`config.mk`:
```
export PLATFORM = sky130hd
export DESIGN_NAME = accelCoreCounter
export DESIGN_NICKNAME = d
export VERILOG_FILES = /design/src/rtl/accelCoreCounter.sv
export SDC_FILE = /design/constraint.sdc
export NUM_CORES = 1
export LEC_CHECK = 0
export ABC_AREA = 0
export BUFFER_PORTS_ARGS = -buffer_cell sky130_fd_sc_hd__clkbuf_2
export CAP_MARGIN = 15
export CORE_UTILIZATION = 40
export DETAILED_ROUTE_END_ITERATION = 8
export HOLD_SLACK_MARGIN = 0.12
export PLACE_DENSITY = 0.65
export SYNTH_ARGS = -nofsm -noshare
export SYNTH_HDL_FRONTEND = slang
export SYNTH_SLANG_ARGS = --single-unit
```
`constraint.sdc`:
```
create_clock -name Clock -period 1.7 [get_ports Clock]
set_input_delay 0 -clock Clock [delete_from_list [all_inputs] [get_ports Clock]]
set_output_delay 0 -clock Clock [all_outputs]
set_load 0.03 [all_outputs]
```
`src/rtl/accelCoreCounter.sv`:
```
`timescale 1ns/100ps
`default_nettype none

module accelCoreCounter #(
   parameter int memWords = 256
) (
   input  logic        Clock,
   input  logic        arstN,
   input  logic        cntLoad,
   input  logic        cntStep,
   input  logic [15:0] baseAddr,
   input  logic [15:0] count,
   output logic [15:0] cntAddr,
   output logic        cntEmpty,
   output logic        cntLast
);
   localparam int addrW = $clog2(memWords);           // word index width

   logic [addrW-1:0] addrQ;                           // wraps at memWords
   logic [15:0]      remainQ;                         // reads still to issue

   always_ff @(posedge Clock or negedge arstN) begin
      if (!arstN) begin
         addrQ   <= '0;
         remainQ <= '0;
      end else if (cntLoad) begin
         addrQ   <= baseAddr[addrW-1:0];              // upper bits ignored
         remainQ <= count;
      end else if (cntStep) begin
         addrQ   <= addrQ + 1'b1;
         remainQ <= remainQ - 16'd1;
      end
   end

   assign cntAddr  = 16'(addrQ);
   assign cntLast  = (remainQ == 16'd1);              // final read this cycle
   assign cntEmpty = (count == 16'd0);                // checked at load

   // engine has to stop at cntLast
   assert property (@(posedge Clock) disable iff (!arstN)
      cntStep |-> remainQ != 16'd0)
      else $error("counter stepped past end of block");

endmodule

`default_nettype wire

```
==> qor.yml <==
timing:
  finalCriticalPeriod_ps: 1610
  timing.fmax_mhz: 622
  setup_viol: 0
  slew_headroom: 0.601
  fin_skew_ps: 1.29
  setup_ws_ps: 92.9
  slew_viol_final: 0
  final_hold_viol_count: 0
  worst_slew_pin_slew_ps: 599
  holdWs_ps: 156
  fin_crit_sh: 0.945
pwr:
  leakage_nw: 0.887
  power_mw: 1.53
  powerDensity_mw_per_mm2: 756
  ir_worst_vdd_mv: 0.492
global_routing:
  grt_pass1_wl_microns: 5390
  first_global_vias: 1235
  overflow: 0
  grt_max_degree: 32
  grt_usage: 0.197
  antenna_found_initial: 0
floorplan:
  die_w_microns: 62.1
  ios: 54
  die-area_sq_mm: 0.00385
  die_h_microns: 62.1
  core_sq_mm: 0.00339
  rows: 21
  start_util: 0.426
clock_network:
  cts_buffer_depth: 2
  cts.clk_slew.worst_paths_ps: 130
  cts_buffers: 3
  cts.sinks: 24
  clkLatencyLatePin_ps: 310
  htree_levels: 1
  root_buffer: "clkbuf_4"
  cts_tree: "yes"
detailed_routing:
  viasPerCell: 4.94
  drcViolationCount: 0
  finalWirelength_microns: 3300
  avgRoutedWirePerCell_microns: 12.4
  via_count: 1315
  ant_nets: 0
  drt_iter0_markers: 44
  dr.pass1.iters: 4
critical_path:
  end_kind: "output pin"
  critical_path_class: "reg2out"
  cpPeakStageDelay_ps: 470
  cp_max_fo: 10
  crit_arrival_ps: 1610
  start_kind: "flop"
  cp_common_cell: "buf_6"
  crit_chain: "nor4_4 > buf_6 > and4_2 > buf_6"
  cp_slowest_cell: "dfrtp_2"
  cp.required_ps: 1700
synth:
  synthFlopType: "dfrtp_1"
  yosys-top-cells-area: "dfrtp_1 42%, xor2_1 6.7%, nand2_1 6.5%"
  ys_ff_latch: 24
  netlist_instances: 153
  synth_top_area_cell: "dfrtp_1"
  netlist_top_cells_count: "25 x nand2_1, 24 x dfrtp_1, 15 x o21ai_1, 11 x xor2_1, 10 x xnor2_1"
  synthSimpleGateAreaFrac: 0.245
  synth_top_family_by_area: "simple AND/OR/NAND/NOR gates"
  yosysMostFrequentCell: "nand2_1"
  ys_types: 32
  syn_area_per_cell_sq_um: 9.43
  synthMuxAreaShare: 0.0304
  synth_top_area_frac: 0.416
  synth_edf_count: 0
  yosysSeqAreaShare: 0.416
  synth-xor-area-share: 0.127
  synth_fa_ha_area_frac: 0.0260
  syn_area_sq_mm: 0.00144
  synth_warnings: 0
  ys_async_sr_fraction: 1.00
  synth_compound_area_frac: 0.0815
flow_run:
  maxCapViolCount: 0
layout:
  diodes: 0
  drive_gt1_frac: 0.282
  final_nets: 260
  syn2layout_area_growth_pct: 39.9
placement:
  place.gp.congestion: 0.809
  placement.io_buffers: 37
  hpwlAfterDp_microns: 2240
  dp_worst_setup_slack_ps: 90.4
worst_hold_path:
  worstHoldPathType: "in2reg"
status:
  status: "finished, final reports clean"
## flip-flops by register name, summed over array words and instances (netlist names)
name,cells
addrQ,8
remainQ,16
## metal layers
metal  vias up  share of wire  track usage
met1       610           0.44        0.217
met2        40           0.50        0.368
met4         0          0.014       0.0540
li1        658              -            -
met5         -              0            0
met3         7          0.045       0.0538
## through the flow
stage / util / setup TNS [ps] / cells / instance area [sq um]
after floorplan: - / 0 / 160 / 1470
after global placement: 0.489 / 0 / 234 / 1660
after detailed placement: 0.489 / 0 / 234 / 1660
after CTS: 0.585 / 0 / 264 / 1980
after global routing: 0.595 / -1.37 / 266 / 2020
final: 0.595 / 0 / 266 / 2020
## logic make-up (layout without fill, tap and decap cells)
group           count (synthesis)  count (layout)
xor+xnor                       21              21
compound gates                 23              23
buf+inv                        17              77
fa+ha+maj                       3               3
simple gates                   60              60
other cells                     1               8
flops                          24              24
mux                             4               4
## area by class of cell
type | count | area (sq um)
Fill cell | 288 | 1370
Inverter | 3 | 11.3
Clock buffer | 3 | 22.5
Timing Repair Buffer | 70 | 505
Clock inverter | 1 | 30.0
Tap cell | 46 | 57.6
Multi-Input combinational cell | 119 | 788
Sequential cell | 24 | 603
## final timing paths
| kind | startpoint | to | slack, ps | depth (start not counted) |
|---|---|---|---|---|
| worst max-delay path | remainQ[4]$_DFFE_PN0P_ | cntLast | 90 | 4 |
| worst min-delay path | cntStep | remainQ[0]$_DFFE_PN0P_ | 160 | 3 |
| worst max register to register | remainQ[1]$_DFFE_PN0P_ | remainQ[14]$_DFFE_PN0P_ | 110 | 6 |
| worst min register to register | addrQ[7]$_DFFE_PN0P_ | addrQ[7]$_DFFE_PN0P_ | 580 | 2 |
| max in group asynchronous | arstN | remainQ[4]$_DFFE_PN0P_ | 1060 | 2 |
| min in group asynchronous | arstN | remainQ[14]$_DFFE_PN0P_ | 220 | 2 |
## power by group
group / switching (mW) / internal (mW)
clock: 0.172 / 0.238
sequential: 0.0838 / 0.632
combinational: 0.211 / 0.189
total: 0.466 / 1.06
## worst max-delay path: cells and delay by family (launching register included)
family	cells	cell delay (ps)
buffers and inverters	2	300
flip-flops	1	470
AND/OR/NAND/NOR	2	520
## what timing repair did
action	in CTS	in global routing
setup buffers	1	2
gates resized for setup	4	6
hold endpoints to repair	48	0
hold buffers	25	0
pin swaps	1	1
setup endpoints to repair	1	2
## cell usage in the layout, fill, tap and decap left out, types with 3 or more instances in the layout
| cell | instances |
|---|---|
| nand2_1 | 25 |
| dfrtp_1 | 22 |
| conb_1 | 8 |
| nor2_1 | 6 |
| mux2_2 | 3 |
| o21ai_1 | 15 |
| o21ai_0 | 6 |
| dlygate4sd3_1 | 25 |
| clkbuf_4 | 3 |
| nor4_1 | 5 |
| xor2_1 | 11 |
| ha_1 | 3 |
| xnor2_1 | 10 |
| buf_4 | 7 |
| clkbuf_2 | 36 |
| inv_1 | 3 |
| nand4_1 | 7 |
No activity file was read; power rests on OpenSTA's default activity.
