## config.mk

```make
export PLATFORM = sky130hd
export DESIGN_NAME = accelCoreCtrl
export DESIGN_NICKNAME = d
export VERILOG_FILES = /design/src/rtl/accelFabricPkg.sv /design/src/rtl/accelCorePkg.sv /design/src/rtl/accelCoreCtrl.sv
export SDC_FILE = /design/constraint.sdc
export NUM_CORES = 1
export LEC_CHECK = 0
export ABC_CLOCK_PERIOD_IN_PS = 1760
export BUFFER_PORTS_ARGS = -buffer_cell sky130_fd_sc_hd__buf_2
export CELL_PAD_IN_SITES_DETAIL_PLACEMENT = 1
export CELL_PAD_IN_SITES_GLOBAL_PLACEMENT = 1
export CORE_MARGIN = 3
export CORE_UTILIZATION = 11
export DETAILED_ROUTE_END_ITERATION = 12
export PLACE_DENSITY = 0.79
export SETUP_SLACK_MARGIN = 0.3
export SLEW_MARGIN = 20
export SYNTH_ARGS = -nofsm -noshare
export SYNTH_HDL_FRONTEND = slang
export SYNTH_SLANG_ARGS = --single-unit
```

## constraint.sdc

```tcl
create_clock -name Clock -period 1.76 [get_ports Clock]
set_clock_uncertainty 0.2 [all_clocks]
set_input_delay 0.352 -clock Clock [delete_from_list [all_inputs] [get_ports Clock]]
set_output_delay 0.352 -clock Clock [all_outputs]
set_load 0.02 [all_outputs]
```

## src/rtl/accelFabricPkg.sv

```systemverilog
`default_nettype none

package accelFabricPkg;

   //==========================================================================
   // tile addressing
   //==========================================================================
   typedef logic [3:0] tTileId;            // fabric address of one tile

   // one ready bit per tile
   // indexed by tile id, sampled by the sender holding a message
   typedef logic [15:0] tFabReady;

   //==========================================================================
   // fabric transaction
   //==========================================================================
   typedef enum logic [2:0] {
      fabWr      = 3'd0,                   // write one memory word
      fabRd      = 3'd1,                   // read one memory word
      fabRdRsp   = 3'd2,                   // read data back to requestor
      fabAccSum  = 3'd3,                   // start sum reduction
      fabAccXor  = 3'd4,                   // start xor reduction
      fabAccDone = 3'd5                    // reduction result
   } tFabOpcode;

   // reductions reuse the same fields
   // address is the base word, data[15:0] the word count
   typedef struct packed {
      tFabOpcode   opcode;                 // 3 bits
      tTileId      requestor;              // who sent it
      tTileId      destination;            // who gets it
      logic [15:0] address;                // word address
      logic [31:0] data;                   // payload
   } tTileTrans;                           // 59 bits total

endpackage

`default_nettype wire

```

## src/rtl/accelCorePkg.sv

```systemverilog
`default_nettype none

package accelCorePkg;

   //==========================================================================
   // reduction engine types
   //==========================================================================
   typedef enum logic {
      accSum = 1'b0,                       // add mod 2^32
      accXor = 1'b1                        // bitwise xor
   } tAccOp;

   typedef enum logic [1:0] {
      engIdle  = 2'd0,                     // waiting for a command
      engRun   = 2'd1,                     // one read per cycle
      engDrain = 2'd2,                     // last word lands in accum
      engDone  = 2'd3                      // result waits for out reg
   } tEngState;

   // engine read port into local memory
   typedef struct packed {
      logic        rdEn;
      logic [15:0] address;
   } tCore2MemReq;                         // 17 bits

   // finished reduction handed to the mem wrapper
   typedef struct packed {
      logic                   valid;
      accelFabricPkg::tTileId requestor;   // destination of the reply
      logic [31:0]            result;
   } tDoneMsg;

endpackage

`default_nettype wire

```

## src/rtl/accelCoreCtrl.sv

```systemverilog
`timescale 1ns/100ps
`default_nettype none

module accelCoreCtrl (
   input  logic                      Clock,
   input  logic                      arstN,
   input  logic                      inFabricValidQ503H,
   input  accelFabricPkg::tTileTrans inFabricQ503H,
   input  logic                      cntLast,         // this read is the final one
   input  logic                      cntEmpty,        // zero length command
   input  logic [15:0]               cntAddr,
   output accelCorePkg::tCore2MemReq memReq,
   output logic                      cntLoad,
   output logic                      cntStep,
   output logic                      accClear,
   output logic                      accEn,
   output accelCorePkg::tAccOp       accOp,
   input  logic [31:0]               accResult,
   output accelCorePkg::tDoneMsg     doneMsg,
   input  logic                      doneTaken,       // out reg took the message
   output logic                      engBusy
);
   import accelFabricPkg::*;
   import accelCorePkg::*;

   tEngState stateQ;
   tEngState stateNxt;
   tTileId   reqIdQ;                                  // who asked for the result
   logic     redStart;

   // mem wrapper owns wr and rd
   assign redStart = inFabricValidQ503H &&
                     (inFabricQ503H.opcode inside {fabAccSum, fabAccXor});

   //==========================================================================
   // next state and strobes
   //==========================================================================
   always_comb begin
      stateNxt       = stateQ;
      cntLoad        = 1'b0;
      cntStep        = 1'b0;
      accClear       = 1'b0;
      memReq.rdEn    = 1'b0;
      memReq.address = cntAddr;                       // counter walks the block
      case (stateQ)
         engIdle: begin
            if (redStart) begin
               cntLoad  = 1'b1;                       // grab base and length
               accClear = 1'b1;
               stateNxt = cntEmpty ? engDrain : engRun;   // nothing to read
            end
         end
         engRun: begin
            memReq.rdEn = 1'b1;                       // one word per cycle
            cntStep     = 1'b1;
            if (cntLast) begin
               stateNxt = engDrain;
            end
         end
         engDrain: begin
            stateNxt = engDone;                       // last word folds here
         end
         engDone: begin
            if (doneTaken) begin
               stateNxt = engIdle;
            end
         end
         default: begin
            stateNxt = engIdle;
         end
      endcase
   end

   assign engBusy        = (stateQ != engIdle);

   assign doneMsg.valid     = (stateQ == engDone);
   assign doneMsg.requestor = reqIdQ;
   assign doneMsg.result    = accResult;              // settled after drain

   always_ff @(posedge Clock or negedge arstN) begin
      if (!arstN) begin
         stateQ <= engIdle;
         accEn  <= 1'b0;
      end else begin
         stateQ <= stateNxt;
         accEn  <= memReq.rdEn;                       // lines up with read data
      end
   end

   // command fields held for the whole pass
   always_ff @(posedge Clock) begin
      if (stateQ == engIdle && redStart) begin
         reqIdQ <= inFabricQ503H.requestor;
         accOp  <= (inFabricQ503H.opcode == fabAccXor) ? accXor : accSum;
      end
   end

   // arbiter must hold off while a pass is in flight
   assert property (@(posedge Clock) disable iff (!arstN)
      redStart |-> stateQ == engIdle)
      else $error("reduction command while engine busy");

endmodule

`default_nettype wire

```

==> run metrics, run 1 <==
Num CTS Buffers=3; core area=6830 µm²; routability cong.=0.631; top-level port count=between 150 and 200; Hold WC Path Type=in2reg; Post-Synthesis Mean Instance Area=roughly 10 µm²; number of global-route vias before repair=roughly 470; row cnt=30; Slew HR=between 70% and 80%; # fillers=between 800 and 900; type of destination of the critical path=primary output; overall fraction of global-route tracks in use=3.87%; first-pass GRT wire length=2350 µm; I/O Buffers=24; Placed Cells=roughly 150; maximum fanout count along the critical path=3; core occupancy in the finished layout=12.4%; most frequent standard cell in the layout excluding fill and tap cells=sky130_fd_sc_hd__buf_2; share of synthesized area occupied by flip-flops and latches=about 29%; Initial Utilization=between 10% and 20%; detailed-routing iteration count for the pre-antenna-repair pass=2; maximum ir drop on the vdd rail=around 0.26 mV; violations in the final reports=negative setup slack; slew at the pin closest to its max-slew limit=around 330 ps; mapped cell area=around 780 µm²; dpl cell area=about 680 µm²; worst path arrival time=1210 ps; die outline width=between 90 and 100 µm; flip-flop and latch count after synthesis=8; fraction of layout cells with a size suffix above 1=around 70%; total detailed-routing wirelength=1570 µm; Mapped Nets=196; synthesis warning total=0; count of mapped cells out of synthesis=78; final cycle utilization of the critical path=100%; post-layout min period=roughly 1800 ps; antenna violations before repair=0; clock tree sinks=8; WP data required=between 1000 and 1500 ps; clock transition at the registers of the reported paths=approximately 40 ps; leakage component of the power=~0.00035 µW; pwr/cell area=~1400 nW/µm²; status=finished with violations; type of element launching the critical path=register; TritonCTS clock tree=yes; Final Hold Viols=0; layout overhead on the synthesized area=9.16%; top achievable clock speed=approximately 0.57 GHz; net total in the final layout=~190; H-tree Lvls=1; Worst R2R Setup Slack=around 70 ps; detailed placer's ending HPWL=about 1200 µm; filler-free cell count of the finished design=between 150 and 200; reported max-cap violation count=0; maximum number of pins on one net before global-route repair=6; drt via density=roughly 2.6; number of max-slew violations in the final report=0; total via count in the routed design=about 430; wire length per cell=between 9 and 10 µm; most frequent cells in the layout=sky130_fd_sc_hd__buf_2 (18), sky130_fd_sc_hd__buf_4 (12), sky130_fd_sc_hd__edfxtp_1 (5), sky130_fd_sc_hd__mux2i_1 (4), sky130_fd_sc_hd__buf_6 (4); DRC errors left=0; Setup Viol. Count Final=1; Non-Filler Cell Area, Final=850 µm²; worst slack after detailed placement=between 50 and 60 ps; largest buffer count on any clock path=2; crit path kind=reg2out; cell at the root of the clock tree=sky130_fd_sc_hd__clkbuf_8; unrepaired setup endpoints after global routing=true; full die area=~8000 µm²; die height=between 90 and 100 µm; detailed router's first-iteration violation count=10; latest clock arrival within the worst-skew pair=~230 ps; min setup slack post-route=-0.968 ps; minimum hold slack=99.1 ps; unique cell type count in the Yosys netlist=12; DRT antenna net count=0; grt total ovfl=0
layer usage:
| metal | routed length (µm) | up-vias | GRT usage (%) | share of wire (%) |
|---|---|---|---|---|
| met3 | 312 | 10 | 3.18 | 20 |
| met5 | 0 | - | 0 | 0 |
| met2 | 758 | 44 | 6.16 | 48 |
| met4 | 40 | 0 | 3.83 | 2.6 |
| li1 | - | 180 | - | - |
| met1 | 455 | 198 | 2.74 | 29 |
final cells by class:
type,instances,area [µm²],share of cell area [%]
repair buffers,35,235,27.7
flip-flops and latches,8,225,26.5
multi-input cells,16,204,24.0
well taps,96,120,14.1
clock buffers,4,45.0,5.30
inverters,4,17.5,2.06
diodes,1,2.50,0.295
per-stage QoR:
step           power, µW  TNS [ps]
4_1_cts             1160     -1.75
5_1_grt             1270      -120
3_3_place_gp         737         0
2_1_floorplan        789         0
3_5_place_dp         750         0
6_report            1180    -0.968
worst paths after layout:
check | startpoint | end | cells past startpoint
worst min-delay path | inFabricQ503H[54] | reqIdQ[2] | 1
worst max register to register | stateQ[0] | stateQ[0] | 5
max in group asynchronous | arstN | accEn | 2
worst max-delay path | stateQ[0] | cntLoad | 5
worst min register to register | stateQ[0] | accEn | 1
min in group asynchronous | arstN | stateQ[1] | 2
Yosys cell counts, drive strengths merged:
library cell	instances	area, µm²
a311oi	1	15.0
nand4b	1	8.76
buf	50	375
inv	4	15.0
nand4bb	1	11.3
ha	5	62.6
edfxtp	5	150
a21oi	1	5.00
dfrtp	3	75.1
nor3b	1	7.51
mux2i	4	40.0
nor2b	2	12.5
worst max-delay path, stage by stage (launching register included):
cell and delay [ps]:
sky130_fd_sc_hd__dfrtp_1 410, sky130_fd_sc_hd__inv_2 90, sky130_fd_sc_hd__ha_4 150, sky130_fd_sc_hd__inv_4 40, sky130_fd_sc_hd__a21oi_4 150, sky130_fd_sc_hd__buf_6 140
power breakdown:
| part | total (µW) | internal, µW | switching [µW] |
|---|---|---|---|
| clock | 233 | 157 | 75.8 |
| combinational | 677 | 353 | 325 |
| sequential | 271 | 244 | 26.5 |
flip-flops by register name (all words and copies together) (netlist names):
name    count
accOp       1
accEn       1
stateQ      2
reqIdQ      4
repair_timing:
action	CTS	global route
gates cloned	0	0
endpoints found under the hold margin	3	0
pin swaps	2	0
hold buffers	1	0
setup buffers	7	2
resized for setup	13	1
endpoints found under the setup margin	13	13
cell families (layout without fill, tap and decap cells):
| kind of cell | Yosys count | after routing | share of synthesized area, % |
|---|---|---|---|
| buffers and inverters | 54 | 43 | 50.2 |
| DFF | 8 | 8 | 28.9 |
| adders and majority gates | 5 | 5 | 8.04 |
| and+or+nand+nor | 5 | 5 | 5.14 |
| muxes | 4 | 4 | 5.14 |
| AOI/OAI and AO/OA | 2 | 2 | 2.57 |
| other | 0 | 1 | 0 |
No activity file was read; power rests on OpenSTA's default activity.
==> run 2: changes to the inputs <==
==> constraint.sdc (replaced) <==
create_clock -name Clock -period 1.76 [get_ports Clock]
set_clock_uncertainty 0.2 [all_clocks]
set_input_delay 0.352 -clock Clock [delete_from_list [all_inputs] [get_ports Clock]]
set_output_delay 0.352 -clock Clock [all_outputs]
set_load 0.1 [all_outputs]
==> run metrics, run 2 (synthesis gave the netlist of run 1 again) <==
status=finished with violations; violations in the final reports=negative setup slack; max FFs per register=4; net total in the final layout=roughly 190; layout overhead on the synthesized area=26.4%; row cnt=30; Num CTS Buffers=3; top achievable clock speed=0.522 GHz; I/O Buffers=24; worst path arrival time=~1400 ps; cell at the root of the clock tree=sky130_fd_sc_hd__clkbuf_8; end of the critical path=accClear; # diodes=0; Most flops, register=reqIdQ; slew at the pin closest to its max-slew limit=between 200 and 300 ps; post-layout min period=around 1900 ps; maximum number of pins on one net before global-route repair=6; clock tree sinks=8; Hold WC Path Type=in2reg; R2R Path Start=stateQ[1]; R2R cell count=7; pwr/cell area=around 1800 nW/µm²; Crit-path slowest cell=sky130_fd_sc_hd__dfrtp_1; Worst R2R Setup Slack=roughly 30 ps; die height=roughly 90 µm; H-tree Lvls=1; Final Hold Viols=0; capturing point of the worst reg2reg path=stateQ[1]; total detailed-routing wirelength=around 1500 µm; crit path kind=reg2out; first-pass GRT wire length=~2300 µm; most frequent cells in the layout=sky130_fd_sc_hd__buf_4 (16), sky130_fd_sc_hd__buf_2 (12), sky130_fd_sc_hd__buf_12 (6), sky130_fd_sc_hd__edfxtp_1 (5), sky130_fd_sc_hd__mux2i_1 (4); maximum fanout count along the critical path=3; wire length per cell=just over 9 µm; most frequent standard cell in the layout excluding fill and tap cells=sky130_fd_sc_hd__buf_4; total via count in the routed design=407; Final Power=between 1500 and 2000 µW; maximum ir drop on the vdd rail=between 0.2 and 0.3 mV; die outline width=between 90 and 100 µm; latest clock arrival within the worst-skew pair=roughly 230 ps; full die area=8120 µm²; TritonCTS clock tree=yes; largest buffer count on any clock path=2; WP data required=1210 ps; # fillers=slightly above 800; reported max-cap violation count=0; type of destination of the critical path=primary output; crit path cell chain=inv_2 -> ha_4 -> clkinvlp_4 -> a21oi_4 -> buf_12; biggest regs=reqIdQ: 4 flops, stateQ: 2 flops; detailed placer's ending HPWL=1110 µm; leakage component of the power=0.000395 µW; detailed-routing iteration count for the pre-antenna-repair pass=2; kind of cell adding the most delay to the critical path=buffers and inverters; overall fraction of global-route tracks in use=3.71%; Crit path depth=5; Worst Path Buf+Inv=3; final cycle utilization of the critical path=109%; clock transition at the registers of the reported paths=40 ps; drt via density=~2.5; Critical Path Max Stage Delay=380 ps; type of element launching the critical path=register; number of max-slew violations in the final report=0; DRC errors left=0; Initial Utilization=11.4%; beginning of the critical path=stateQ[0]; Setup Viol. Count Final=5; grt total ovfl=0; DRT antenna net count=0; min setup slack post-route=-156 ps; routability cong.=0.629; Slew HR=80.9%; antenna violations before repair=1; detailed router's first-iteration violation count=10; total negative slack for setup checks=-619 ps; unrepaired setup endpoints after global routing=true; fraction of layout cells with a size suffix above 1=70.0%; number of global-route vias before repair=approximately 470; core area=between 6000 and 7000 µm²; top-level port count=around 170
## run 2: stage by stage
stage               worst slack, ps  hold slack, ps  cell area (µm²)  std cells  utilization, %
finish                         -156             100              983        166            14.4
global route                   -222            90.8              983        166            14.4
CTS                            -176            94.5              935        163            13.7
detailed placement            -75.7           -41.8              798        153            11.7
global placement              -30.2           -41.7              798        153            11.7
floorplan                      -967            -144              818         78               -
## run 2: routing by layer
layer | GRT usage, % | up-vias | routed length (µm)
li1 | - | 182 | -
met1 | 2.94 | 192 | 499
met2 | 5.97 | 25 | 729
met3 | 2.51 | 6 | 227
met4 | 3.57 | 2 | 25
met5 | 0 | - | 20
## run 2: where the power goes
| part | internal [µW] | switching [µW] |
|---|---|---|
| Combinational | 534 | 766 |
| Sequential | 244 | 20.7 |
| Clock | 157 | 74.5 |
| Total | 935 | 862 |
## run 2: repair_timing
item	CTS	global route
buffers inserted	5	3
setup endpoints to repair	19	13
pin swaps	2	2
gates resized for setup	11	5
endpoints found under the hold margin	3	0
hold buffers	1	0
## run 2: cell type report
cell class                 count  area, µm²  area share [%]
clock buffer                   4       45.0            4.58
inverter                       4       18.8            1.91
multi-input combinational     16        230            23.4
timing repair buffer          38        344            35.0
sequential                     8        225            22.9
tap                           96        120            12.2
## run 2: how the worst min path moves through the flow
| stage | startpoint | to | slack [ps] | cells after the start |
|---|---|---|---|---|
| 2_1_floorplan | arstN | accEn | -140 | 0 |
| 3_3_place_gp | arstN | accEn | -40 | 1 |
| 3_5_place_dp | arstN | accEn | -40 | 1 |
| 4_1_cts | inFabricQ503H[55] | reqIdQ[3] | 90 | 1 |
| 5_1_grt | inFabricQ503H[52] | reqIdQ[0] | 90 | 1 |
| 6_report | inFabricQ503H[55] | reqIdQ[3] | 100 | 1 |
