File: src/rtl/accelFabricPkg.sv
`default_nettype none

package accelFabricPkg;

   //==========================================================================
   // tile addressing
   //==========================================================================
   typedef logic [3:0] tTileId;            // fabric address of one tile

   // one ready bit per tile
   // indexed by tile id, sampled by the sender holding a message
   typedef logic [15:0] tFabReady;

   //==========================================================================
   // fabric transaction
   //==========================================================================
   typedef enum logic [2:0] {
      fabWr      = 3'd0,                   // write one memory word
      fabRd      = 3'd1,                   // read one memory word
      fabRdRsp   = 3'd2,                   // read data back to requestor
      fabAccSum  = 3'd3,                   // start sum reduction
      fabAccXor  = 3'd4,                   // start xor reduction
      fabAccDone = 3'd5                    // reduction result
   } tFabOpcode;

   // reductions reuse the same fields
   // address is the base word, data[15:0] the word count
   typedef struct packed {
      tFabOpcode   opcode;                 // 3 bits
      tTileId      requestor;              // who sent it
      tTileId      destination;            // who gets it
      logic [15:0] address;                // word address
      logic [31:0] data;                   // payload
   } tTileTrans;                           // 59 bits total

endpackage

`default_nettype wire

File: src/rtl/accelCorePkg.sv
`default_nettype none

package accelCorePkg;

   //==========================================================================
   // reduction engine types
   //==========================================================================
   typedef enum logic {
      accSum = 1'b0,                       // add mod 2^32
      accXor = 1'b1                        // bitwise xor
   } tAccOp;

   typedef enum logic [1:0] {
      engIdle  = 2'd0,                     // waiting for a command
      engRun   = 2'd1,                     // one read per cycle
      engDrain = 2'd2,                     // last word lands in accum
      engDone  = 2'd3                      // result waits for out reg
   } tEngState;

   // engine read port into local memory
   typedef struct packed {
      logic        rdEn;
      logic [15:0] address;
   } tCore2MemReq;                         // 17 bits

   // finished reduction handed to the mem wrapper
   typedef struct packed {
      logic                   valid;
      accelFabricPkg::tTileId requestor;   // destination of the reply
      logic [31:0]            result;
   } tDoneMsg;

endpackage

`default_nettype wire

File: src/rtl/accelCoreAccum.sv
`timescale 1ns/100ps
`default_nettype none

module accelCoreAccum (
   input  logic                Clock,
   input  logic                arstN,
   input  logic                accClear,
   input  logic                accEn,                 // read data valid
   input  accelCorePkg::tAccOp accOp,
   input  logic [31:0]         memRdDataQ504H,
   output logic [31:0]         accResult
);
   import accelCorePkg::*;

   logic [31:0] foldNxt;

   always_comb begin
      case (accOp)
         accXor:  foldNxt = accResult ^ memRdDataQ504H;
         default: foldNxt = accResult + memRdDataQ504H;   // wraps mod 2^32
      endcase
   end

   always_ff @(posedge Clock or negedge arstN) begin
      if (!arstN) begin
         accResult <= '0;
      end else if (accClear) begin
         accResult <= '0;                             // zero for both ops
      end else if (accEn) begin
         accResult <= foldNxt;
      end
   end

endmodule

`default_nettype wire

File: config.mk
export PLATFORM = sky130hd
export DESIGN_NAME = accelCoreAccum
export DESIGN_NICKNAME = d
export VERILOG_FILES = /design/src/rtl/accelFabricPkg.sv /design/src/rtl/accelCorePkg.sv /design/src/rtl/accelCoreAccum.sv
export SDC_FILE = /design/constraint.sdc
export NUM_CORES = 1
export LEC_CHECK = 0
export ABC_CLOCK_PERIOD_IN_PS = 5300
export BUFFER_PORTS_ARGS = -buffer_cell sky130_fd_sc_hd__buf_2
export CAP_MARGIN = 20
export CORE_MARGIN = 2
export CORE_UTILIZATION = 61
export CTS_BUF_LIST = sky130_fd_sc_hd__clkbuf_4 sky130_fd_sc_hd__clkbuf_8 sky130_fd_sc_hd__clkbuf_16
export DETAILED_ROUTE_END_ITERATION = 8
export GPL_TIMING_DRIVEN = 0
export PLACE_DENSITY = 0.87
export RECOVER_POWER = 100
export SLEW_MARGIN = 20
export SYNTH_ARGS = -nofsm -noshare
export SYNTH_HDL_FRONTEND = slang
export SYNTH_SLANG_ARGS = --single-unit
File: constraint.sdc
create_clock -name Clock -period 5.3 [get_ports Clock]
set_input_delay 1.06 -clock Clock [delete_from_list [all_inputs] [get_ports Clock]]
set_output_delay 1.06 -clock Clock [all_outputs]
set_load 0.005 [all_outputs]
==> results of run 1 <==
-- metrics by stage --
stage / power (mW) / utilization / instance area [um^2] / hold WS [ns] / worst slack (ns)
floorplan: 0.6227 / - / 3386 / 0.5098 / 2.262
global placement: 0.7412 / 0.7007 / 3811 / 0.5069 / 1.779
detailed placement: 0.7569 / 0.7007 / 3811 / 0.5089 / 1.775
CTS: 0.9729 / 0.7187 / 3909 / 0.5244 / 2.068
global route: 1.028 / 0.7055 / 3837 / 0.5527 / 1.745
finish: 0.9686 / 0.7055 / 3837 / 0.5268 / 1.844
-- routing by layer --
| metal | vias to the layer above | global-route usage | wire (um) |
|---|---|---|---|
| met5 | - | 0 | 0 |
| met4 | 0 | 0.1421 | 342 |
| met3 | 43 | 0.05977 | 848 |
| met2 | 224 | 0.4932 | 4296 |
| met1 | 1663 | 0.4444 | 4265 |
| li1 | 1711 | - | - |
-- how the worst min path moves through the flow --
| stage | cells past startpoint | slack, ns | to | from |
|---|---|---|---|---|
| 3_5_place_dp | 2 | 0.51 | accResult[29] | accResult[29] |
| 6_report | 2 | 0.53 | accResult[27] | accResult[27] |
| 2_1_floorplan | 1 | 0.51 | accResult[20] | accResult[20] |
| 5_1_grt | 1 | 0.55 | accResult[23] | accResult[23] |
| 4_1_cts | 2 | 0.52 | accResult[29] | accResult[29] |
| 3_3_place_gp | 1 | 0.51 | accResult[24] | accResult[24] |
-- cell families after synthesis --
kind of cell | count (synthesis) | synth area share
AOI/OAI and AO/OA | 128 | 0.2642
xor gates and xnor gates | 19 | 0.04915
adders and majority gates | 32 | 0.1205
buffers and inverters | 39 | 0.04878
DFF | 32 | 0.2365
muxes | 17 | 0.05063
and+or+nand+nor | 156 | 0.2302
-- cell usage in the layout (no fill, tap or decap), drive strengths merged, types with 2 or more instances in the layout --
master,Yosys,final
o21bai,5,5
nor2b,5,5
o211ai,3,3
o22ai,6,6
nand3,6,6
nor3b,3,3
nand3b,4,4
ha,31,31
xnor2,10,10
a211o,2,2
and4,2,2
o21a,4,4
clkbuf,19,36
dfrtp,32,32
nor2,49,49
nand2,43,43
a22oi,3,3
a21o,8,8
and3,2,2
mux2i,16,16
a2bb2oi,2,2
o21ai,18,18
inv,6,6
a21oi,45,45
and4b,2,2
a211oi,6,6
nand4,21,21
buf,14,72
nor3,5,5
a31oi,6,6
xor2,9,9
a21boi,2,2
a22o,6,6
nor4b,3,3
nand2b,5,5
o32ai,2,2
-- cell type report --
class / instances / area [um^2] / share of cell area
Multi-Input combinational cell: 352 / 2360 / 0.6149
Sequential cell: 32 / 800.8 / 0.2087
Timing Repair Buffer: 67 / 325.3 / 0.08477
Buffer: 33 / 141.4 / 0.03684
Clock buffer: 8 / 97.59 / 0.02543
Tap cell: 72 / 90.09 / 0.02348
Inverter: 6 / 22.52 / 0.005869
-- power groups by stage --
stage,clock network (mW),logic (mW),registers [mW]
4_1_cts,0.217,0.457,0.298
5_1_grt,0.223,0.504,0.302
2_1_floorplan,0,0.321,0.302
3_5_place_dp,0,0.454,0.303
3_3_place_gp,0,0.441,0.300
6_report,0.214,0.456,0.299
-- worst max-delay path, cell delays in order --
cell       delay (ns)
buf_2            0.08
ha_1             0.17
inv_1            0.06
fa_1             0.38
nand2b_1         0.18
a211oi_1         0.40
a211oi_1         0.26
o2bb2ai_1        0.39
a31oi_1          0.21
and4b_1          0.25
a211o_1          0.22
==> impl_metrics.yaml, run 1 <==
power_and_ir_drop:
  power.static_leakage_nw: 1.808
  clock_power_share: 0.221
  share_of_power_burned_in_combinational_logic: 0.471
  p_sw_mw: 0.3999
  peakVddDrop_uv: 174.5
  power_report.internal_total_mw: 0.5688
  fraction_of_power_consumed_by_sequential_logic: 0.308
  power.switching_fraction: 0.4128
  cellPowerDensity_mw_per_mm2: 252.4
synth:
  syn-num-nets: 492
  ys_seq_elements: 32
  synth_top_area_frac: 0.2365
  synth_commonest_cells: "48 x nor2_1, 45 x a21oi_1, 43 x nand2_1, 32 x dfrtp_1, 31 x ha_1"
  synth-edff-count: 0
  synth_cell_type_count: 66
  synth_area_mm2: 0.003386
  synthDominantAreaCellType: "dfrtp_1"
  most_common_cell_in_the_netlist: "nor2_1"
  synthesis.instances: 423
  ys_top_cells_by_area: "dfrtp_1 24%, ha_1 11%, a21oi_1 6.7%"
  postSynth.topFlopCell: "dfrtp_1"
  async_reset_ff_frac: 1.000
  syn-mean-instance-area_um2: 8.004
  synth_warn: 0
  ys_seq_area_frac: 0.2365
grt:
  largest_net_degree_at_the_start_of_global_routing: 33
  grt_first_pass_wirelength_um: 15740
  grt_pass1_vias: 3291
  grt_antenna_before_repair: 0
  globalRouteOverflowTotal: 0
  globalRouteTotalUtil: 0.3229
sta:
  worst_clock_skew_ns: 0.01277
  totalNegativeSetupSlack_ns: 0
  final.period_utilization: 0.6521
  timing_hold_violations_final: 0
  final_max_slew_viol_count: 33
  worst-slew-pin-transition_ns: 1.803
  setup-violations-final: 0
  peak_clock_frequency_supported_by_timing_mhz: 289.3
  timing.max_slew.rel_slack: -0.2017
  rsz0062_at_grt: "no"
  min_clock_period_post_route_ns: 3.456
drt:
  route.final.wire_length_um: 9753
  drc: 0
  detail-route-antenna-nets: 0
  drt_iter0_markers: 354
  routedWlPerCell_um: 17.11
  via_count: 3641
  routed_via_density: 6.388
  first_pass_iters: 6
cts:
  cts.root.buffer_cell: "clkbuf_8"
  insertion_delay_ns: 0.30
  cts_made_buffers: 5
  cts.htree.levels: 2
  clock_tree_from_tritoncts: "yes"
  post_cts.resized_instances: 0
  clkSlewWorstSetupHoldPaths_ns: 0.07
  cts-hold-fix-buffers: 0
  clock-sinks: 32
  post_cts_setup_buffer_count: 0
  clk_path_buf_depth: 2
finish:
  insertedDiodeCount: 0
  share_of_final_layout_standard_cells_stronger_than_drive_strength_1: 0.1647
  nFillCells: 486
  area_overhead_of_the_layout_relative_to_synthesis_pct: 13.34
  largest_register_ff_count: 32
  largest_registers: "accResult (32)"
  finish.cell_count_without_fillers: 570
  number_of_nets_in_the_layout: 566
  top_register: "accResult"
run_status:
  status: "finished with violations"
  failed_checks: "max-capacitance violations, max-slew violations"
critical_path:
  critical_setup_path_kind: "in -> reg"
  timing.rr.end: "accResult[24]"
  reg2reg_depth: 10
  worst-r2r-setup-slack_ns: 2.30
  worstPathMaxFanout: 4
  worst_setup_ep: "accResult[24]"
  critPathLaunch: "memRdDataQ504H[0]"
  critical_path_arrival_ns: 3.64
  critPathCaptureType: "register"
  startpoint_type: "input pin"
  cp_data_required_time_ns: 5.48
  worstReg2RegStart: "accResult[0]"
die:
  die_area_mm2: 0.006162
  floorplan.initialDensity: 0.6225
  core_region_area_mm2: 0.005439
  pin_count: 69
  die_width_um: 78.50
  die_height_um: 78.50
  rows: 27
placed_design:
  place_congestion: 0.9497
  io_buffer_count: 67
  dp_hpwl_um: 7696
  dp_cells: 562
worst_hold_path:
  timing.hold.worst.class: "reg -> reg"
job:
  number_of_maximum_capacitance_constraint_violations: 1
(Power assumes the default switching activity.)
==> inputs of run 2 (changes only) <==
--- a/config.mk
+++ b/config.mk
@@ -5,15 +5,16 @@
 export SDC_FILE = /design/constraint.sdc
 export NUM_CORES = 1
 export LEC_CHECK = 0
-export ABC_CLOCK_PERIOD_IN_PS = 5300
+export ABC_AREA = 1
+export ABC_CLOCK_PERIOD_IN_PS = 3550
 export BUFFER_PORTS_ARGS = -buffer_cell sky130_fd_sc_hd__buf_2
 export CAP_MARGIN = 20
 export CORE_MARGIN = 2
-export CORE_UTILIZATION = 61
+export CORE_UTILIZATION = 57
 export CTS_BUF_LIST = sky130_fd_sc_hd__clkbuf_4 sky130_fd_sc_hd__clkbuf_8 sky130_fd_sc_hd__clkbuf_16
 export DETAILED_ROUTE_END_ITERATION = 8
 export GPL_TIMING_DRIVEN = 0
-export PLACE_DENSITY = 0.87
+export PLACE_DENSITY = 0.82
 export RECOVER_POWER = 100
 export SLEW_MARGIN = 20
 export SYNTH_ARGS = -nofsm -noshare
==> constraint.sdc (replaced) <==
create_clock -name Clock -period 3.55 [get_ports Clock]
set_input_delay 0.71 -clock Clock [delete_from_list [all_inputs] [get_ports Clock]]
set_output_delay 0.71 -clock Clock [all_outputs]
set_load 0.005 [all_outputs]
==> run 2 against run 1 <==
- the run still ends with max-capacitance violations, max-slew violations left
- clock skew down 0.0026 ns
- register-to-register slack got worse by 1.0 ns
- clock power is 35% higher
- critical path depth grew 3
- via count grew 16%
- first-iteration DRC count rose by 14%
- non-clock buffer count shrank 22
- worst setup slack got worse by 0.67 ns
- utilization shrank 4.3 points
- global-route usage is 0.87 points lower
- combinational power up 34%
==> impl_metrics.yaml, run 2 <==
run_status:
  status: "finished with violations"
  failed_checks: "max-capacitance violations, max-slew violations"
die:
  die_height_um: 84.68
  die_area_mm2: 0.007170
  pin_count: 69
  floorplan.initialDensity: 0.5876
  core_region_area_mm2: 0.006314
  rows: 29
  die_width_um: 84.68
critical_path:
  crit_path_frequent_cell: "nand3_1"
  critPathCaptureType: "register"
  startpoint_type: "input pin"
  worst-r2r-setup-slack_ns: 1.26
  worstPathMaxFanout: 4
  cp_slowest_cell: "fa_1"
  critical_setup_path_kind: "in -> reg"
  timing.critical_path.max_delay_family: "simple AND/OR/NAND/NOR gates"
  cp_cell_sequence: "buf_2 > ha_1 > inv_1 > fa_1 > inv_1 > nand3_1 > nand2_1 > nand3_1 > nand3_1 > nand3_1 > nand2_1 > nand2_1 > nand3_1 > nand2_1"
  critPathBufInv: 3
  timing.critical_path.slowest_cell_delay_ns: 0.39
  critical_path_arrival_ns: 2.55
  cp_data_required_time_ns: 3.73
finish:
  top_register: "accResult"
  largest_register_ff_count: 32
  total_area_of_multi_input_combinational_cells_mm2: 0.002410
  mostFrequentLayoutCells: "282 x nand2_1, 108 x inv_1, 63 x buf_2, 59 x nand3_1, 34 x a21oi_1"
  final_common_cell: "nand2_1"
  ff_latch_area_um2: 800.8
  insertedDiodeCount: 0
  share_of_final_layout_standard_cells_stronger_than_drive_strength_1: 0.1276
  largest_registers: "accResult (32)"
  number_of_nets_in_the_layout: 790
  area_overhead_of_the_layout_relative_to_synthesis_pct: 12.68
  nFillCells: 635
sta:
  timing_hold_violations_final: 0
  worst-slew-pin-transition_ns: 1.887
  worst_clock_skew_ns: 0.01018
  final.period_utilization: 0.6699
  final_max_slew_viol_count: 33
  fin_worst_hold_slack_ns: 0.5125
  min_clock_period_post_route_ns: 2.378
  totalNegativeSetupSlack_ns: 0
  timing.max_slew.rel_slack: -0.2577
  rsz0062_at_grt: "no"
  setup-violations-final: 0
  peak_clock_frequency_supported_by_timing_mhz: 420.5
cts:
  post_cts.resized_instances: 0
  post_cts_setup_buffer_count: 0
  cts.root.buffer_cell: "clkbuf_8"
  cts_made_buffers: 5
  cts.htree.levels: 2
  clock_tree_from_tritoncts: "yes"
  insertion_delay_ns: 0.29
  cts-hold-fix-buffers: 0
  clk_path_buf_depth: 2
  clkSlewWorstSetupHoldPaths_ns: 0.07
  clock-sinks: 32
grt:
  grt_pass1_vias: 3769
  grt_antenna_before_repair: 0
  globalRouteTotalUtil: 0.3143
  grt_first_pass_wirelength_um: 17910
  largest_net_degree_at_the_start_of_global_routing: 33
  globalRouteOverflowTotal: 0
synth:
  synth-edff-count: 0
  synth_warn: 0
  ys_seq_area_frac: 0.2159
  synth_commonest_cells: "277 x nand2_1, 106 x inv_1, 56 x nand3_1"
  most_common_cell_in_the_netlist: "nand2_1"
  async_reset_ff_frac: 1.000
  synth_area_mm2: 0.003710
  ys_seq_elements: 32
  syn-mean-instance-area_um2: 5.743
  syn-num-nets: 715
  synthDominantAreaCellType: "nand2_1"
  synth_top_area_frac: 0.2803
  ys_top_cells_by_area: "nand2_1 28%, dfrtp_1 22%, inv_1 11%"
  postSynth.topFlopCell: "dfrtp_1"
  synth_cell_type_count: 26
  synthesis.instances: 646
power_and_ir_drop:
  cellPowerDensity_mw_per_mm2: 318.9
  peakVddDrop_uv: 215.8
  power.static_leakage_nw: 2.662
job:
  number_of_maximum_capacitance_constraint_violations: 1
drt:
  route.final.wire_length_um: 11070
  detail-route-antenna-nets: 0
  drc: 0
  drt_iter0_markers: 402
  via_count: 4209
  first_pass_iters: 5
  routedWlPerCell_um: 13.87
  routed_via_density: 5.274
placed_design:
  dp_hpwl_um: 8839
  place_congestion: 0.9716
  io_buffer_count: 68
worst_hold_path:
  timing.hold.worst.class: "reg -> reg"
==> run 2: cell count changes after synthesis, moves of 13 or more <==
cell	previous run	this run
mux2i_1	16	0
nand4_1	20	0
nor2_1	48	32
nand2_1	43	277
inv_1	5	106
clkbuf_1	19	5
nand3_1	6	56
a21oi_1	45	32
==> run 2: final timing paths <==
path,to,cells past startpoint,from
max,accResult[28],14,memRdDataQ504H[0]
min,accResult[22],2,accResult[22]
max reg2reg,accResult[28],13,accResult[0]
min reg2reg,accResult[22],2,accResult[22]
max in group asynchronous,accResult[29],1,arstN
min in group asynchronous,accResult[8],1,arstN
==> run 2: kinds of logic (layout without fill, tap and decap cells) <==
kind of cell / count (synthesis) / in the layout / synth area share
AND/OR/NAND/NOR: 397 / 397 / 0.4523
buffers and inverters: 122 / 197 / 0.1251
AO/OA/AOI/OAI: 58 / 58 / 0.08499
adder cells (fa/ha/maj): 32 / 32 / 0.1099
flip-flops: 32 / 32 / 0.2159
XOR/XNOR: 5 / 5 / 0.01180
==> run 2: layout make-up <==
cell class | count | share of cell area
repair buffers | 68 | 0.07872
clock inverters | 1 | 0.001197
plain buffers | 10 | 0.01018
multi-input cells | 492 | 0.5765
well taps | 77 | 0.02305
inverters | 112 | 0.1006
clock buffers | 6 | 0.01826
flip-flops and latches | 32 | 0.1916
==> run 2: metrics by stage <==
step / cell area (um^2) / setup WS, ns / util / cells / power, mW
final: 4180 / 1.172 / 0.6621 / 798 / 1.333
after global routing: 4180 / 1.043 / 0.6621 / 798 / 1.428
after CTS: 4228 / 1.251 / 0.6696 / 798 / 1.339
after detailed placement: 4146 / 0.9437 / 0.6568 / 791 / 1.050
after global placement: 4146 / 0.9508 / 0.6568 / 791 / 1.036
after floorplan: 3710 / 1.375 / - / 646 / 0.8624
==> run 2: power breakdown <==
group	leakage (nW)	switching [mW]	internal, mW	total [mW]
clock	0.0445	0.148	0.141	0.289
combinational	2.19	0.401	0.208	0.609
sequential	0.425	0.0325	0.402	0.435
total	2.66	0.581	0.752	1.33
==> run 2: worst register-to-register path: stages (launching register included) <==
cell and delay, ns:
dfrtp_1 0.39, ha_1 0.21, inv_1 0.06, fa_1 0.39, inv_1 0.12, nand3_1 0.08, nand2_1 0.18, nand3_1 0.10
nand3_1 0.17, nand3_1 0.20, nand2_1 0.12, nand2_1 0.05, nand3_1 0.06, nand2_1 0.05
==> run 2: routing by layer <==
metal  GRT usage  part of all wire
met1      0.4596              0.48
met2      0.4875              0.42
met3     0.03441             0.078
met4     0.09524             0.019
met5           0                 0
==> inputs of run 3 (changes only) <==
--- a/config.mk
+++ b/config.mk
@@ -6,7 +6,7 @@
 export NUM_CORES = 1
 export LEC_CHECK = 0
 export ABC_AREA = 1
-export ABC_CLOCK_PERIOD_IN_PS = 3550
+export ABC_CLOCK_PERIOD_IN_PS = 2400
 export BUFFER_PORTS_ARGS = -buffer_cell sky130_fd_sc_hd__buf_2
 export CAP_MARGIN = 20
 export CORE_MARGIN = 2
==> constraint.sdc (replaced) <==
create_clock -name Clock -period 2.4 [get_ports Clock]
set_input_delay 0.48 -clock Clock [delete_from_list [all_inputs] [get_ports Clock]]
set_output_delay 0.48 -clock Clock [all_outputs]
set_load 0.005 [all_outputs]
==> run 3 against run 2 <==
- the run still ends with max-capacitance violations, max-slew violations left
- critical path depth increased by 1
- sequential share of layout area is essentially flat
- wire length rose by 0.27%
- combinational power increased by 48%
- final area is 0.12% lower
- utilization fell by 0.079 points
==> impl_metrics.yaml, run 3 (same netlist as run 2, synthesis figures left out) <==
critical_path:
  critPathCaptureType: "register"
  critPathLaunch: "accResult[0]"
  worstReg2RegStart: "accResult[0]"
  critical_setup_path_kind: "reg -> reg"
  critical_path_arrival_ns: 2.38
  cp_data_required_time_ns: 2.57
  startpoint_type: "register"
  worstPathMaxFanout: 4
  reg2reg_depth: 15
die:
  floorplan.initialDensity: 0.5876
  die_height_um: 84.68
  pin_count: 69
  die_width_um: 84.68
  rows: 29
  die_area_mm2: 0.007170
  core_region_area_mm2: 0.006314
placed_design:
  dp_cells: 791
  preCtsSetupSlack_ns: 0.02372
  place_congestion: 0.9716
  placed_area_mm2: 0.004146
  dp_hpwl_um: 8839
  io_buffer_count: 68
power_and_ir_drop:
  share_of_power_burned_in_combinational_logic: 0.457
  clock_power_share: 0.217
  power.switching_fraction: 0.4360
  cellPowerDensity_mw_per_mm2: 472.4
  peakVddDrop_uv: 320.8
  p_sw_mw: 0.8599
  power.static_leakage_nw: 2.661
  power_report.internal_total_mw: 1.112
  fraction_of_power_consumed_by_sequential_logic: 0.326
grt:
  globalRouteOverflowTotal: 0
  grt_antenna_before_repair: 0
  grt_pass1_vias: 3769
  grt_first_pass_wirelength_um: 17910
  globalRouteTotalUtil: 0.3143
  largest_net_degree_at_the_start_of_global_routing: 33
sta:
  final.period_utilization: 0.9222
  setup-violations-final: 0
  peak_clock_frequency_supported_by_timing_mhz: 451.8
  timing_hold_violations_final: 0
  final_max_slew_viol_count: 33
  worst_clock_skew_ns: 0.01321
  min_clock_period_post_route_ns: 2.213
  totalNegativeSetupSlack_ns: 0
  layout_setup_ws_ns: 0.1867
  timing.max_slew.rel_slack: -0.2400
  rsz0062_at_grt: "no"
  worst-slew-pin-transition_ns: 1.860
run_status:
  failed_checks: "max-capacitance violations, max-slew violations"
  status: "finished with violations"
worst_hold_path:
  timing.hold.worst_path_depth: 2
  timing.hold.worst.class: "reg -> reg"
  holdCritStartpoint: "accResult[22]"
finish:
  largest_register_ff_count: 32
  largest_registers: "accResult (32)"
  final_util: 0.6613
  final_common_cell: "nand2_1"
  finish.cell_count_without_fillers: 798
  mostFrequentLayoutCells: "281 x nand2_1, 108 x inv_1, 63 x buf_2, 59 x nand3_1, 34 x a21oi_1"
  area_overhead_of_the_layout_relative_to_synthesis_pct: 12.55
  share_of_final_layout_standard_cells_stronger_than_drive_strength_1: 0.1262
  layout.cell_area.non_filler_mm2: 0.004175
  insertedDiodeCount: 0
  top_register: "accResult"
  number_of_nets_in_the_layout: 790
cts:
  cts_made_buffers: 5
  clkSlewWorstSetupHoldPaths_ns: 0.07
  cts.htree.levels: 2
  clk_path_buf_depth: 2
  post_cts_setup_buffer_count: 0
  cts.root.buffer_cell: "clkbuf_8"
  clock_tree_from_tritoncts: "yes"
  clock-sinks: 32
  insertion_delay_ns: 0.29
job:
  number_of_maximum_capacitance_constraint_violations: 1
drt:
  detail-route-antenna-nets: 0
  via_count: 4202
  drc: 0
  routed_via_density: 5.266
  routedWlPerCell_um: 13.91
  route.final.wire_length_um: 11100
  drt_iter0_markers: 403
  first_pass_iters: 6
## run 3: repair_timing
item / 4_1_cts / 5_1_grt
setup endpoints to repair: 0 / 2
resized for setup: 0 / 1
hold buffers: 0 / 0
## run 3: worst paths after layout
| kind | to | slack (ns) |
|---|---|---|
| worst max-delay path | accResult[24] | 0.19 |
| worst min-delay path | accResult[22] | 0.51 |
| worst max register to register | accResult[24] | 0.19 |
| worst min register to register | accResult[22] | 0.51 |
| max in group asynchronous | accResult[29] | 0.63 |
| min in group asynchronous | accResult[8] | 0.69 |
## run 3: power by group through the flow
| stage | clock network, mW | registers, mW | logic [mW] |
|---|---|---|---|
| 6_report | 0.429 | 0.643 | 0.901 |
| 5_1_grt | 0.449 | 0.649 | 1.01 |
| 4_1_cts | 0.433 | 0.642 | 0.906 |
| 3_5_place_dp | 0 | 0.651 | 0.901 |
| 3_3_place_gp | 0 | 0.646 | 0.886 |
| 2_1_floorplan | 0 | 0.651 | 0.624 |
## run 3: area by class of cell
| type | count | area [um^2] |
|---|---|---|
| repair buffers | 68 | 329.1 |
| plain buffers | 10 | 42.54 |
| well taps | 77 | 96.34 |
| multi-input cells | 492 | 2405 |
| flip-flops and latches | 32 | 800.8 |
| clock inverters | 1 | 5.005 |
| inverters | 112 | 420.4 |
| fillers | 637 | 2138 |
| clock buffers | 6 | 76.32 |
## run 3: metrics by stage
stage	hold slack [ns]	power [mW]
after global placement	0.4855	1.533
after floorplan	0.1844	1.276
after global routing	0.5350	2.112
after detailed placement	0.4953	1.553
final	0.5123	1.972
after CTS	0.2828	1.981
## run 3: worst max-delay path: stages, from the launching register on
cell,delay (ns)
dfrtp_1,0.39
ha_1,0.21
inv_1,0.06
fa_1,0.39
inv_1,0.12
nand3_1,0.09
nand2_2,0.14
nand2_1,0.06
nand2_1,0.10
nand2_1,0.08
nand2_1,0.10
nand3_1,0.12
nand2_1,0.08
nand2_1,0.04
nand3_1,0.07
nand2_1,0.06
## run 3: layer usage
layer | vias to the layer above | routed length [um] | track usage
met3 | 22 | 925 | 0.03441
li1 | 2150 | - | -
met1 | 1826 | 5238 | 0.4596
met4 | 0 | 240 | 0.09524
met2 | 204 | 4697 | 0.4875
met5 | - | 0 | 0
